<file path="src/design/uart_line_pkg.sv">
// UART line timing and framing constants
// The bit period is a whole number of clk cycles
// Frames are 8N1 with no parity and no flow control

package uart_line_pkg;

  // Oversampling of one UART bit
  localparam int CLKS_PER_BIT = 16;
  localparam int BIT_CNT_W    = $clog2(CLKS_PER_BIT);

  // 8N1 framing
  localparam int DATA_BITS = 8;

  typedef logic [DATA_BITS-1:0] byte_t;

endpackage

</file>
<file path="src/design/dbg_proto_pkg.sv">
// Debug loader protocol definitions
// Multi-byte fields travel little endian on the line
// Only the low ADDR_W bits of address and length are kept
// Target memory is 2**MEM_AW bytes and the address wraps

package dbg_proto_pkg;

  ////////////////////
  // Opcodes and replies
  ////////////////////

  typedef enum logic [7:0] {
    CMD_READ  = 8'h11,
    CMD_WRITE = 8'h12,
    CMD_EXEC  = 8'h13
  } dbg_cmd_e;

  typedef enum logic [7:0] {
    REP_EOT = 8'h04,
    REP_ACK = 8'h06,
    REP_EOC = 8'h14
  } dbg_reply_e;

  ////////////////////
  // Field widths
  ////////////////////

  localparam int FIELD_BYTES = 8;
  localparam int ADDR_W      = 16;
  localparam int MEM_AW      = 8;
  localparam int EXIT_W      = 64;

  // Control unit sequencing
  typedef enum logic [2:0] {
    ST_IDLE,
    ST_HEADER,
    ST_ACK,
    ST_DATA,
    ST_EOT,
    ST_EXEC_WAIT,
    ST_EOC,
    ST_EXIT
  } dbg_state_e;

endpackage

</file>
<file path="src/design/dbg_mem_if.sv">
`timescale 1ns/100ps
// Byte-wide four-phase memory access channel
// The requester holds addr, we and wdata stable while req is high
// rdata is valid only while ack is high

interface dbg_mem_if;

  import dbg_proto_pkg::*;

  logic                 req;
  logic                 we;
  logic [MEM_AW-1:0]    addr;
  uart_line_pkg::byte_t wdata;
  logic                 ack;
  uart_line_pkg::byte_t rdata;

  // Requester side
  modport ctrl (
    output req, we, addr, wdata,
    input  ack, rdata
  );

  // Responder side
  modport mem (
    input  req, we, addr, wdata,
    output ack, rdata
  );

endinterface

</file>
<file path="src/design/uart_rx.sv">
`timescale 1ns/100ps
// 8N1 UART receiver offering each byte over a four-phase req/ack
// rx_i is asynchronous and passes a two-flop synchronizer
// Sample points sit two cycles early to make up for the synchronizer
// A frame with a low stop bit is dropped
// A frame that ends while the previous byte is still in handshake is lost

module uart_rx (
  input  logic                 clk,
  input  logic                 rst_n_i,
  input  logic                 rx_i,
  output logic                 rx_req_o,
  output uart_line_pkg::byte_t rx_data_o,
  input  logic                 rx_ack_i
);

  import uart_line_pkg::*;

  typedef enum logic [1:0] {
    RX_IDLE,
    RX_START,
    RX_DATA,
    RX_STOP
  } rx_state_e;

  rx_state_e                    state_q;
  logic [1:0]                   sync_q;
  logic                         rx_s;
  logic [BIT_CNT_W-1:0]         cnt_q;
  logic [$clog2(DATA_BITS)-1:0] bit_idx_q;
  byte_t                        shift_q;
  logic                         cnt_done;
  logic                         frame_ok;

  assign rx_s     = sync_q[1];
  assign cnt_done = (cnt_q == BIT_CNT_W'(CLKS_PER_BIT - 1));
  // Good stop bit and the byte channel is free
  assign frame_ok = (state_q == RX_STOP) && cnt_done && rx_s && !rx_req_o && !rx_ack_i;

  always_ff @(posedge clk) begin
    if (!rst_n_i) begin
      sync_q    <= 2'b11;
      state_q   <= RX_IDLE;
      cnt_q     <= '0;
      bit_idx_q <= '0;
      rx_req_o  <= 1'b0;
    end else begin
      sync_q <= {sync_q[0], rx_i};
      cnt_q  <= cnt_q + 1'b1;
      if (rx_req_o && rx_ack_i) begin
        rx_req_o <= 1'b0;
      end
      case (state_q)
        RX_IDLE: begin
          cnt_q <= '0;
          if (!rx_s) begin
            state_q <= RX_START;
          end
        end
        RX_START: begin
          // Middle of the start bit, a high line here was a glitch
          if (cnt_q == BIT_CNT_W'(CLKS_PER_BIT / 2 - 2)) begin
            cnt_q     <= '0;
            bit_idx_q <= '0;
            state_q   <= rx_s ? RX_IDLE : RX_DATA;
          end
        end
        RX_DATA: begin
          if (cnt_done) begin
            cnt_q     <= '0;
            bit_idx_q <= bit_idx_q + 1'b1;
            if (int'(bit_idx_q) == DATA_BITS - 1) begin
              state_q <= RX_STOP;
            end
          end
        end
        RX_STOP: begin
          if (cnt_done) begin
            cnt_q   <= '0;
            state_q <= RX_IDLE;
            if (frame_ok) begin
              rx_req_o <= 1'b1;
            end
          end
        end
        default: state_q <= RX_IDLE;
      endcase
    end
  end

  // LSB arrives first
  always_ff @(posedge clk) begin
    if (state_q == RX_DATA && cnt_done) begin
      shift_q <= {rx_s, shift_q[DATA_BITS-1:1]};
    end
    if (frame_ok) begin
      rx_data_o <= shift_q;
    end
  end

endmodule

</file>
<file path="src/design/uart_tx.sv">
`timescale 1ns/100ps
// 8N1 UART transmitter taking one byte per four-phase req/ack
// tx_ack_o rises once the stop bit has been on the line a full bit time
// tx_data_i is sampled only in the cycle the request is seen

module uart_tx (
  input  logic                 clk,
  input  logic                 rst_n_i,
  input  logic                 tx_req_i,
  input  uart_line_pkg::byte_t tx_data_i,
  output logic                 tx_ack_o,
  output logic                 tx_o
);

  import uart_line_pkg::*;

  typedef enum logic [1:0] {
    TX_IDLE,
    TX_SEND,
    TX_DONE
  } tx_state_e;

  tx_state_e                        state_q;
  logic [BIT_CNT_W-1:0]             cnt_q;
  logic [$clog2(DATA_BITS + 2)-1:0] bit_idx_q;
  logic [DATA_BITS:0]               shift_q;
  logic                             cnt_done;
  logic                             load;

  assign cnt_done = (cnt_q == BIT_CNT_W'(CLKS_PER_BIT - 1));
  assign load     = (state_q == TX_IDLE) && tx_req_i;

  always_ff @(posedge clk) begin
    if (!rst_n_i) begin
      state_q   <= TX_IDLE;
      cnt_q     <= '0;
      bit_idx_q <= '0;
      tx_ack_o  <= 1'b0;
      tx_o      <= 1'b1;
    end else begin
      case (state_q)
        TX_IDLE: begin
          if (load) begin
            // Start bit
            tx_o      <= 1'b0;
            cnt_q     <= '0;
            bit_idx_q <= '0;
            state_q   <= TX_SEND;
          end
        end
        TX_SEND: begin
          cnt_q <= cnt_done ? '0 : cnt_q + 1'b1;
          if (cnt_done) begin
            if (int'(bit_idx_q) == DATA_BITS + 1) begin
              tx_ack_o <= 1'b1;
              state_q  <= TX_DONE;
            end else begin
              tx_o      <= shift_q[0];
              bit_idx_q <= bit_idx_q + 1'b1;
            end
          end
        end
        TX_DONE: begin
          if (!tx_req_i) begin
            tx_ack_o <= 1'b0;
            state_q  <= TX_IDLE;
          end
        end
        default: state_q <= TX_IDLE;
      endcase
    end
  end

  // Data bits then stop bit, ones fill in behind
  always_ff @(posedge clk) begin
    if (load) begin
      shift_q <= {1'b1, tx_data_i};
    end else if (state_q == TX_SEND && cnt_done) begin
      shift_q <= {1'b1, shift_q[DATA_BITS:1]};
    end
  end

endmodule

</file>
<file path="src/design/dbg_mem.sv">
`timescale 1ns/100ps
// Target memory of 2**MEM_AW bytes on the four-phase memory channel
// One access per handshake, ack follows req by one cycle
// Contents survive reset and start out unknown

module dbg_mem (
  input  logic   clk,
  input  logic   rst_n_i,
  dbg_mem_if.mem mem
);

  import dbg_proto_pkg::*;

  uart_line_pkg::byte_t mem_array [2**MEM_AW];
  logic                 access;

  // First cycle of a request
  assign access = mem.req && !mem.ack;

  always_ff @(posedge clk) begin
    if (!rst_n_i) begin
      mem.ack <= 1'b0;
    end else begin
      mem.ack <= mem.req;
    end
  end

  always_ff @(posedge clk) begin
    if (access) begin
      if (mem.we) begin
        mem_array[mem.addr] <= mem.wdata;
      end
      mem.rdata <= mem_array[mem.addr];
    end
  end

endmodule

</file>
<file path="src/design/dbg_ctrl.sv">
`timescale 1ns/100ps
// Debug protocol control unit
// Handles the ACK challenge, READ, WRITE and EXEC from the host
// Unknown opcodes in idle are consumed without a reply
// Upper header bytes beyond ADDR_W are received and ignored
// The host must wait for each reply before it sends more

module dbg_ctrl (
  input  logic                               clk,
  input  logic                               rst_n_i,
  input  logic                               rx_req_i,
  input  uart_line_pkg::byte_t               rx_data_i,
  output logic                               rx_ack_o,
  output logic                               tx_req_o,
  output uart_line_pkg::byte_t               tx_data_o,
  input  logic                               tx_ack_i,
  dbg_mem_if.ctrl                            mem,
  output logic                               exec_req_o,
  output logic [dbg_proto_pkg::ADDR_W-1:0]   exec_addr_o,
  input  logic                               exec_ack_i,
  input  logic [dbg_proto_pkg::EXIT_W-1:0]   exit_code_i
);

  import dbg_proto_pkg::*;

  dbg_state_e                       state_q;
  dbg_cmd_e                         cmd_q;
  logic                             chal_q;
  logic [$clog2(2*FIELD_BYTES)-1:0] cnt_q;
  logic [ADDR_W-1:0]                addr_q;
  logic [ADDR_W-1:0]                len_q;
  logic [EXIT_W-1:0]                exit_q;
  logic [$clog2(FIELD_BYTES)-1:0]   byte_idx;
  logic                             last_hdr;
  logic                             rx_avail;
  logic                             tx_idle;
  logic                             tx_done;
  logic                             mem_idle;
  logic                             mem_done;

  ////////////////////
  // Handshake status
  ////////////////////

  assign rx_avail = rx_req_i && !rx_ack_o;
  assign tx_idle  = !tx_req_o && !tx_ack_i;
  assign tx_done  = tx_req_o && tx_ack_i;
  assign mem_idle = !mem.req && !mem.ack;
  assign mem_done = mem.req && mem.ack;

  // EXEC has one header field, READ and WRITE have two
  assign byte_idx = cnt_q[$clog2(FIELD_BYTES)-1:0];
  assign last_hdr = (cmd_q == CMD_EXEC) ? (int'(cnt_q) == FIELD_BYTES - 1)
                                        : (int'(cnt_q) == 2 * FIELD_BYTES - 1);

  assign exec_addr_o = addr_q;

  ////////////////////
  // Command FSM
  ////////////////////

  always_ff @(posedge clk) begin
    if (!rst_n_i) begin
      state_q    <= ST_IDLE;
      chal_q     <= 1'b0;
      cnt_q      <= '0;
      rx_ack_o   <= 1'b0;
      tx_req_o   <= 1'b0;
      mem.req    <= 1'b0;
      exec_req_o <= 1'b0;
    end else begin
      // Return to zero on every channel
      if (rx_ack_o && !rx_req_i) begin
        rx_ack_o <= 1'b0;
      end
      if (tx_done) begin
        tx_req_o <= 1'b0;
      end
      if (mem_done) begin
        mem.req <= 1'b0;
      end

      case (state_q)
        ST_IDLE: begin
          if (rx_avail) begin
            rx_ack_o <= 1'b1;
            cnt_q    <= '0;
            chal_q   <= 1'b0;
            case (rx_data_i)
              CMD_READ, CMD_WRITE, CMD_EXEC: begin
                cmd_q   <= dbg_cmd_e'(rx_data_i);
                state_q <= ST_HEADER;
              end
              REP_ACK: begin
                chal_q  <= 1'b1;
                state_q <= ST_ACK;
              end
              default: state_q <= ST_IDLE;
            endcase
          end
        end
        ST_HEADER: begin
          if (rx_avail) begin
            rx_ack_o <= 1'b1;
            cnt_q    <= cnt_q + 1'b1;
            // Low bytes shift in from the top
            if (int'(byte_idx) < ADDR_W / 8) begin
              if (int'(cnt_q) < FIELD_BYTES) begin
                addr_q <= {rx_data_i, addr_q[ADDR_W-1:8]};
              end else begin
                len_q <= {rx_data_i, len_q[ADDR_W-1:8]};
              end
            end
            if (last_hdr) begin
              state_q <= ST_ACK;
            end
          end
        end
        ST_ACK: begin
          if (tx_idle) begin
            tx_req_o  <= 1'b1;
            tx_data_o <= REP_ACK;
          end
          if (tx_done) begin
            if (chal_q) begin
              state_q <= ST_IDLE;
            end else if (cmd_q == CMD_EXEC) begin
              exec_req_o <= 1'b1;
              state_q    <= ST_EXEC_WAIT;
            end else begin
              state_q <= (len_q == '0) ? ST_EOT : ST_DATA;
            end
          end
        end
        ST_DATA: begin
          if (cmd_q == CMD_WRITE) begin
            if (rx_avail && mem_idle) begin
              rx_ack_o  <= 1'b1;
              mem.req   <= 1'b1;
              mem.we    <= 1'b1;
              mem.addr  <= addr_q[MEM_AW-1:0];
              mem.wdata <= rx_data_i;
            end
          end else if (mem_idle && tx_idle) begin
            mem.req  <= 1'b1;
            mem.we   <= 1'b0;
            mem.addr <= addr_q[MEM_AW-1:0];
          end
          // Read data goes straight to the transmitter
          if (mem_done && cmd_q == CMD_READ) begin
            tx_req_o  <= 1'b1;
            tx_data_o <= mem.rdata;
          end
          if ((cmd_q == CMD_WRITE) ? mem_done : tx_done) begin
            addr_q <= addr_q + 1'b1;
            len_q  <= len_q - 1'b1;
            if (len_q == ADDR_W'(1)) begin
              state_q <= ST_EOT;
            end
          end
        end
        ST_EOT: begin
          if (tx_idle) begin
            tx_req_o  <= 1'b1;
            tx_data_o <= REP_EOT;
          end
          if (tx_done) begin
            state_q <= ST_IDLE;
          end
        end
        ST_EXEC_WAIT: begin
          if (exec_ack_i) begin
            exec_req_o <= 1'b0;
            exit_q     <= exit_code_i;
            state_q    <= ST_EOC;
          end
        end
        ST_EOC: begin
          if (tx_idle) begin
            tx_req_o  <= 1'b1;
            tx_data_o <= REP_EOC;
          end
          if (tx_done) begin
            cnt_q   <= '0;
            state_q <= ST_EXIT;
          end
        end
        ST_EXIT: begin
          // Exit code LSB first
          if (tx_idle) begin
            tx_req_o  <= 1'b1;
            tx_data_o <= exit_q[7:0];
          end
          if (tx_done) begin
            exit_q <= exit_q >> 8;
            cnt_q  <= cnt_q + 1'b1;
            if (int'(cnt_q) == EXIT_W / 8 - 1) begin
              state_q <= ST_IDLE;
            end
          end
        end
        default: state_q <= ST_IDLE;
      endcase
    end
  end

endmodule

</file>
<file path="src/design/uart_dbg_top.sv">
`timescale 1ns/100ps
// UART debug loader top level
// Line rate is clk / uart_line_pkg::CLKS_PER_BIT
// exec_ack_i must return low before the next EXEC command
// uart_tx_o idles high from reset

module uart_dbg_top (
  input  logic                             clk,
  input  logic                             rst_n_i,
  input  logic                             uart_rx_i,
  output logic                             uart_tx_o,
  output logic                             exec_req_o,
  output logic [dbg_proto_pkg::ADDR_W-1:0] exec_addr_o,
  input  logic                             exec_ack_i,
  input  logic [dbg_proto_pkg::EXIT_W-1:0] exit_code_i
);

  import uart_line_pkg::*;

  logic  rx_req;
  logic  rx_ack;
  byte_t rx_data;
  logic  tx_req;
  logic  tx_ack;
  byte_t tx_data;

  dbg_mem_if mem_bus ();

  ////////////////////
  // Line side
  ////////////////////

  uart_rx uart_rx_inst (
    .clk       ( clk       ),
    .rst_n_i   ( rst_n_i   ),
    .rx_i      ( uart_rx_i ),
    .rx_req_o  ( rx_req    ),
    .rx_data_o ( rx_data   ),
    .rx_ack_i  ( rx_ack    )
  );

  uart_tx uart_tx_inst (
    .clk       ( clk       ),
    .rst_n_i   ( rst_n_i   ),
    .tx_req_i  ( tx_req    ),
    .tx_data_i ( tx_data   ),
    .tx_ack_o  ( tx_ack    ),
    .tx_o      ( uart_tx_o )
  );

  ////////////////////
  // Protocol and storage
  ////////////////////

  dbg_ctrl dbg_ctrl_inst (
    .clk         ( clk         ),
    .rst_n_i     ( rst_n_i     ),
    .rx_req_i    ( rx_req      ),
    .rx_data_i   ( rx_data     ),
    .rx_ack_o    ( rx_ack      ),
    .tx_req_o    ( tx_req      ),
    .tx_data_o   ( tx_data     ),
    .tx_ack_i    ( tx_ack      ),
    .mem         ( mem_bus     ),
    .exec_req_o  ( exec_req_o  ),
    .exec_addr_o ( exec_addr_o ),
    .exec_ack_i  ( exec_ack_i  ),
    .exit_code_i ( exit_code_i )
  );

  dbg_mem dbg_mem_inst (
    .clk     ( clk     ),
    .rst_n_i ( rst_n_i ),
    .mem     ( mem_bus )
  );

endmodule

</file>
<file path="config.mk">
export PLATFORM = sky130hd
export DESIGN_NAME = uart_dbg_top
export DESIGN_NICKNAME = d
export VERILOG_FILES = /design/src/design/uart_line_pkg.sv /design/src/design/dbg_proto_pkg.sv /design/src/design/dbg_mem_if.sv /design/src/design/uart_rx.sv /design/src/design/uart_tx.sv /design/src/design/dbg_mem.sv /design/src/design/dbg_ctrl.sv /design/src/design/uart_dbg_top.sv
export SDC_FILE = /design/constraint.sdc
export NUM_CORES = 2
export LEC_CHECK = 0
export ABC_AREA = 1
export BUFFER_PORTS_ARGS = -buffer_cell sky130_fd_sc_hd__buf_2
export CAP_MARGIN = 20
export CORE_ASPECT_RATIO = 1.25
export CORE_MARGIN = 3
export CORE_UTILIZATION = 60
export CTS_CLUSTER_SIZE = 20
export DETAILED_ROUTE_END_ITERATION = 12
export PLACE_DENSITY_LB_ADDON = 0.08
export SLEW_MARGIN = 30
export SYNTH_ARGS = -nofsm -noshare
export SYNTH_HDL_FRONTEND = slang
export SYNTH_SLANG_ARGS = --single-unit
</file>
<file path="constraint.sdc">
create_clock -name clk -period 8.3 [get_ports clk]
set_input_delay 1.66 -clock clk [delete_from_list [all_inputs] [get_ports clk]]
set_output_delay 1.66 -clock clk [all_outputs]
set_load 0.01 [all_outputs]
</file>
After elaboration in Yosys (flattened, before gate mapping)
Memory sizes are Yosys's and may differ from the RTL's. A register that Yosys moved wholly into a read port is not among the register bits.
Index checks and enable logic that the tools add are counted.
{ "totals": {"mem_count": 1, "input_bits": 68, "ramBits": 2048, "register_bits": 190, "elab_cells": 266, "out_inout_bits": 18} }
{ "op_classes": {"muxes": 109, "n_lt_le_gt_ge": 2, "add_sub_neg": 7, "reduce_logical": 59, "eq_ne": 59} }
{ "memory_table": {"columns": ["name", "depth", "word_bits", "read_ports", "rd_clocked_by_memory_dff", "write_ports", "line", "source"], "rows": [
  ["dbg_mem_inst.mem_array", 256, 8, 1, 1, 1, "dbg_mem.sv:14", "uart_line_pkg::byte_t mem_array [2**MEM_AW];"]
]} }
{ "ops": {"columns": ["op", "n"], "rows": [
  ["$mux 16", 8],
  ["$mux 64", 2],
  ["$pmux 64 s2", 1],
  ["$mux 8", 10],
  ["$pmux 16 s2", 2],
  ["$ne 2x1->1 const B", 25],
  ["$eq 8x5->1 const B", 6],
  ["$mux 3", 16],
  ["$mux 4", 10],
  ["$pmux 8 s5", 1],
  ["$mux 1", 35],
  ["$reduce_and 4->1", 7],
  ["$pmux 3 s8", 1],
  ["$mux 2", 10],
  ["$logic_and 1x1->1", 18],
  ["$add 16x1->16 const B", 1],
  ["$add 4x1->4 const B", 4],
  ["$eq 16x1->1 const B", 1],
  ["$eq 4x4->1 const B", 4],
  ["$logic_not 16->1", 1],
  ["$pmux 4 s2", 2],
  ["$pmux 4 s4", 1],
  ["$reduce_bool 2->1", 8],
  ["$sub 16x1->16 const B", 1],
  ["other kinds (32)", 61]
]} }

Logic depth before layout (Yosys ltp)
{ "logic_depth": {"word_depth": 8, "mapped_depth": 15, "ltp_nobuf": 13} }

By module
From an unflattened synthesis, not the netlist that was laid out.
{ "unflattened": {"hier_cells": 8940, "hier_area_um2": 93616.0} }
{ "modules_own_cells": {"columns": ["mod", "seq_area_each_um2", "instances", "area_each_um2", "cells_per_inst"], "rows": [
  ["dbg_mem", 61759.2, 1, 84801.3, 7990],
  ["dbg_ctrl", 4113.9, 1, 6698.9, 723],
  ["uart_rx", 720.7, 1, 1066.0, 95],
  ["uart_tx", 480.5, 1, 1049.8, 132]
]} }

Worst setup path before layout
No wires, ideal clock.
{ "synth_timing": {"path_type": "input port to flip-flop", "startpoint": "input port rst_n_i", "endpoint": "register dbg_ctrl_inst.exit_q[0], enable pin", "t_required_ps": 7735, "setup_ps": 565, "cell_stages": 4, "arrival_time_ps": 6730, "path_buffers": 2, "slack_ps": 1005, "cell_sequence": "clkbuf_1 > clkinv_1 > clkbuf_1 > nor3_1"} }
{ "synth_between": {"elab_chain_len": 1} }
{ "synth_rtl": {"columns": ["item", "line", "source"], "rows": [
  ["start: declaration", "uart_dbg_top.sv:9", "input logic rst_n_i,"],
  ["$reduce_and 4->1 (no source line)", null, null],
  ["end signal: assignment", "dbg_ctrl.sv:174", "exit_q <= exit_code_i;"],
  ["end signal: assignment", "dbg_ctrl.sv:195", "exit_q <= exit_q >> 8;"],
  ["end: declaration", "dbg_ctrl.sv:32", "logic [EXIT_W-1:0] exit_q;"]
]} }
No other way between the ends.
A chain may end at the register's enable or synchronous reset.

==> flow_summary.json <==
{
  "avgViaCountPerCell": 5.78,
  "cts_tree": "done",
  "dr.pass1.iters": 6,
  "grt_pass1_vias": 60000,
  "synthCells": 8677,
  "h-tree-depth": 4,
  "slew_viol_final": 0,
  "core_area_um2": 154000,
  "min_period_over_period_pct": 57.8,
  "setup_ws_ns": 3.50,
  "finalHoldViolCount": 0,
  "drtIter0Drc": 7380,
  "whs_path_depth": 1,
  "ys_top_cells_by_count": "nand2_1, edfxtp_1, nand3_1",
  "dp_slack_ns": 3.67,
  "grt_max_degree": 208,
  "overflow": 0,
  "synth.most_common_cell": "nand2_1",
  "reg2regPathDepth": 14,
  "synth.avg_cell_area_um2": 10.8,
  "ys.flop_type": "edfxtp_1",
  "io-pin-count": 86,
  "start_util_pct": 60.5,
  "total_power_mw": 22.3,
  "synth_nets": 8761,
  "timing.rr.end": "dbg_mem_inst.mem.rdata[2]$_DFFE_PP_",
  "die_w_um": 359,
  "yosysSeqAreaShare_pct": 71.9,
  "num_vias": 62400,
  "worst_pin_slew_ns": 1.26,
  "cts_hold_buf": 0,
  "finClkSkew_ns": 0.0227,
  "fillers": 11600,
  "rsz0062_at_grt": "false",
  "yosys.area.top_type_share_pct": 71.1,
  "port_buffers": 85,
  "cts-buffers-inserted": 207,
  "final_area_um2": 102000,
  "fin_hold_ws_ns": 0.412,
  "tns_ns": 0,
  "crit_required_ns": 9.01,
  "power.density_nw_per_um2": 218,
  "ys_types": 44,
  "end_kind": "flop",
  "dieHeight_um": 447,
  "die-area_um2": 160000,
  "synth_top_area_cell": "edfxtp_1",
  "clkTransAtPathRegs_ns": 0.06,
  "ys_seq_elements": 2246,
  "crit_fanout": 162,
  "hold_class": "reg -> reg",
  "final_cells": 10800,
  "drive_above_1_share_pct": 5.81,
  "hpwl_um": 133000,
  "grt_pass1_wl_um": 365000,
  "mappedNetlistArea_um2": 93300,
  "grt_use_total_pct": 30.2,
  "worstSetupPathType": "reg -> reg",
  "synth-edff-count": 2209,
  "crit_path_start_kind": "flop",
  "nNetsFinal": 8664,
  "vdd_ir_drop_max_mv": 0.244,
  "min_to": "uart_rx_inst.sync_q[1]$_SDFF_PN1_",
  "critPathMostFrequentCell": "nand2_1",
  "gp_congestion": 0.880,
  "fmax_ghz": 0.208,
  "leakagePower_nw": 39.4,
  "dp_cells": 10400,
  "cp.arrival_ns": 5.50,
  "drt-wirelength-per-cell_um": 22.4,
  "antenna_found_initial": 7,
  "area_growth_pct": 9.38,
  "drc": 0,
  "ys_warn_count": 0,
  "maxCapViolCount": 0,
  "crit_chain": "buf_4, buf_12, buf_4, buf_12, nand3_1, nand3_1, nand2_1, nand2_1, o21ai_0, nand2_1, nor2_1, nor2_1, nor2_1, nand2_1",
  "cts_sinks": 2246,
  "routed_wl_um": 241000,
  "r2r-start": "dbg_ctrl_inst.mem.addr[1]$_DFFE_PP_",
  "slowest_delay_ns": 0.67,
  "root_buffer": "clkbuf_16",
  "cts_buffer_depth": 3,
  "setup_viol": 0,
  "synthArstFlopShare_pct": 0,
  "rows": 161,
  "status": "finished, final reports clean",
  "slew_headroom_pct": 15.7,
  "slowest_stage": "buf_4",
  "holdCritStartpoint": "uart_rx_inst.sync_q[0]$_SDFF_PN1_",
  "period_needed_ns": 4.80,
  "dpl_cell_area_um2": 95200,
  "ant_nets": 0,
  "cp-startpoint": "dbg_ctrl_inst.mem.addr[1]$_DFFE_PP_",
  "r2r_setup_slack_ns": 3.50,
  "clk_latency_ns": 0.85,
  "utilization_pct": 66.1,
  "post_cts_buffers": 0,
  "post_cts_resized": 0,
  "synth_area_leaders": "edfxtp_1, nand2_1, nand3_1"
}
## registers in the layout, summed over array words and instances (netlist names), 2 cells and up, named ones only
name	flops
dbg_ctrl_inst.cmd_q	8
dbg_ctrl_inst.cnt_q	4
dbg_ctrl_inst.exec_addr_o	16
dbg_ctrl_inst.exit_q	64
dbg_ctrl_inst.len_q	16
dbg_ctrl_inst.mem.addr	8
dbg_ctrl_inst.mem.wdata	8
dbg_ctrl_inst.state_q	3
dbg_ctrl_inst.tx_data_o	8
dbg_mem_inst.mem.rdata	8
dbg_mem_inst.mem_array	2048
uart_rx_inst.bit_idx_q	3
uart_rx_inst.cnt_q	4
uart_rx_inst.rx_data_o	8
uart_rx_inst.shift_q	8
uart_rx_inst.sync_q	2
uart_tx_inst.bit_idx_q	4
uart_tx_inst.cnt_q	4
uart_tx_inst.shift_q	8
uart_tx_inst.state_q	2
## cell families (layout without fill, tap and decap cells)
logic type | Yosys count | count (layout) | synth area share, %
buf+inv | 577 | 662 | 2.62
other cells | 0 | 2 | 0
xor+xnor | 19 | 19 | 0.178
flops | 2246 | 2246 | 71.9
compound gates | 231 | 231 | 1.34
fa+ha+maj | 16 | 16 | 0.215
simple gates | 5588 | 5588 | 23.7
## cell usage in the layout, fill, tap and decap left out, types with 3 or more instances in the layout
cell,count
nand2_1,4393
edfxtp_1,2209
nand3_1,592
nor2_1,408
clkbuf_16,210
nand4_1,138
o21ai_1,96
inv_1,91
buf_2,85
o21ai_0,78
buf_4,63
clkinv_1,58
clkbuf_1,42
dfxtp_1,37
clkinv_2,33
a21oi_1,25
bufinv_16,23
nor3_1,16
ha_1,16
buf_12,15
xor2_1,14
clkinvlp_4,13
nand2_2,9
nor2_4,7
nand2_4,7
a31oi_1,6
inv_6,6
a22o_1,5
xnor2_1,5
or2_2,5
clkinv_8,5
buf_6,5
nor3_2,4
a211oi_1,4
buf_16,4
nor2_2,3
o31ai_1,3
o211ai_1,3
## final cells by class
| class | instances | area, um^2 | area share (%) |
|---|---|---|---|
| inverter | 99 | 392 | 0.384 |
| timing repair buffer | 172 | 1370 | 1.34 |
| clock inverter | 139 | 1340 | 1.31 |
| antenna | 2 | 5.00 | 0.00491 |
| clock buffer | 252 | 5410 | 5.30 |
| sequential | 2246 | 67100 | 65.7 |
| multi-input combinational | 5854 | 23900 | 23.4 |
| tap | 2037 | 2550 | 2.50 |
## how the worst max path moves through the flow
stage,end,cells after the start
global route,dbg_mem_inst.mem.rdata[1]$_DFFE_PP_,15
floorplan,dbg_ctrl_inst.exit_q[0]$_DFFE_PP_,4
CTS,dbg_mem_inst.mem.rdata[7]$_DFFE_PP_,15
finish,dbg_mem_inst.mem.rdata[2]$_DFFE_PP_,14
global placement,dbg_mem_inst.mem.rdata[2]$_DFFE_PP_,15
detailed placement,dbg_mem_inst.mem.rdata[7]$_DFFE_PP_,15
## per-layer routing
layer	vias to the layer above	GRT usage, %	part of all wire (%)	wire [um]
li1	29000	-	-	-
met4	2	12.9	4.4	10600
met5	-	0	0.0054	13
met1	30100	42.2	40	96600
met3	526	4.46	8.3	20100
met2	2771	47.9	47	114000
## worst max-delay path: cells and delay by family (launching register included)
kind | cells | cell delay [ns]
AO/OA/AOI/OAI | 1 | 0.08
buffers and inverters | 4 | 2.17
flip-flops | 1 | 0.46
AND/OR/NAND/NOR | 9 | 1.41
## report_power, final
group | switching, mW | internal, mW | total (mW)
Combinational | 0.287 | 0.120 | 0.407
Clock | 4.16 | 5.36 | 9.52
Sequential | 0.0335 | 12.3 | 12.4
Total | 4.48 | 17.8 | 22.3
No activity file was read; power rests on OpenSTA's default activity.
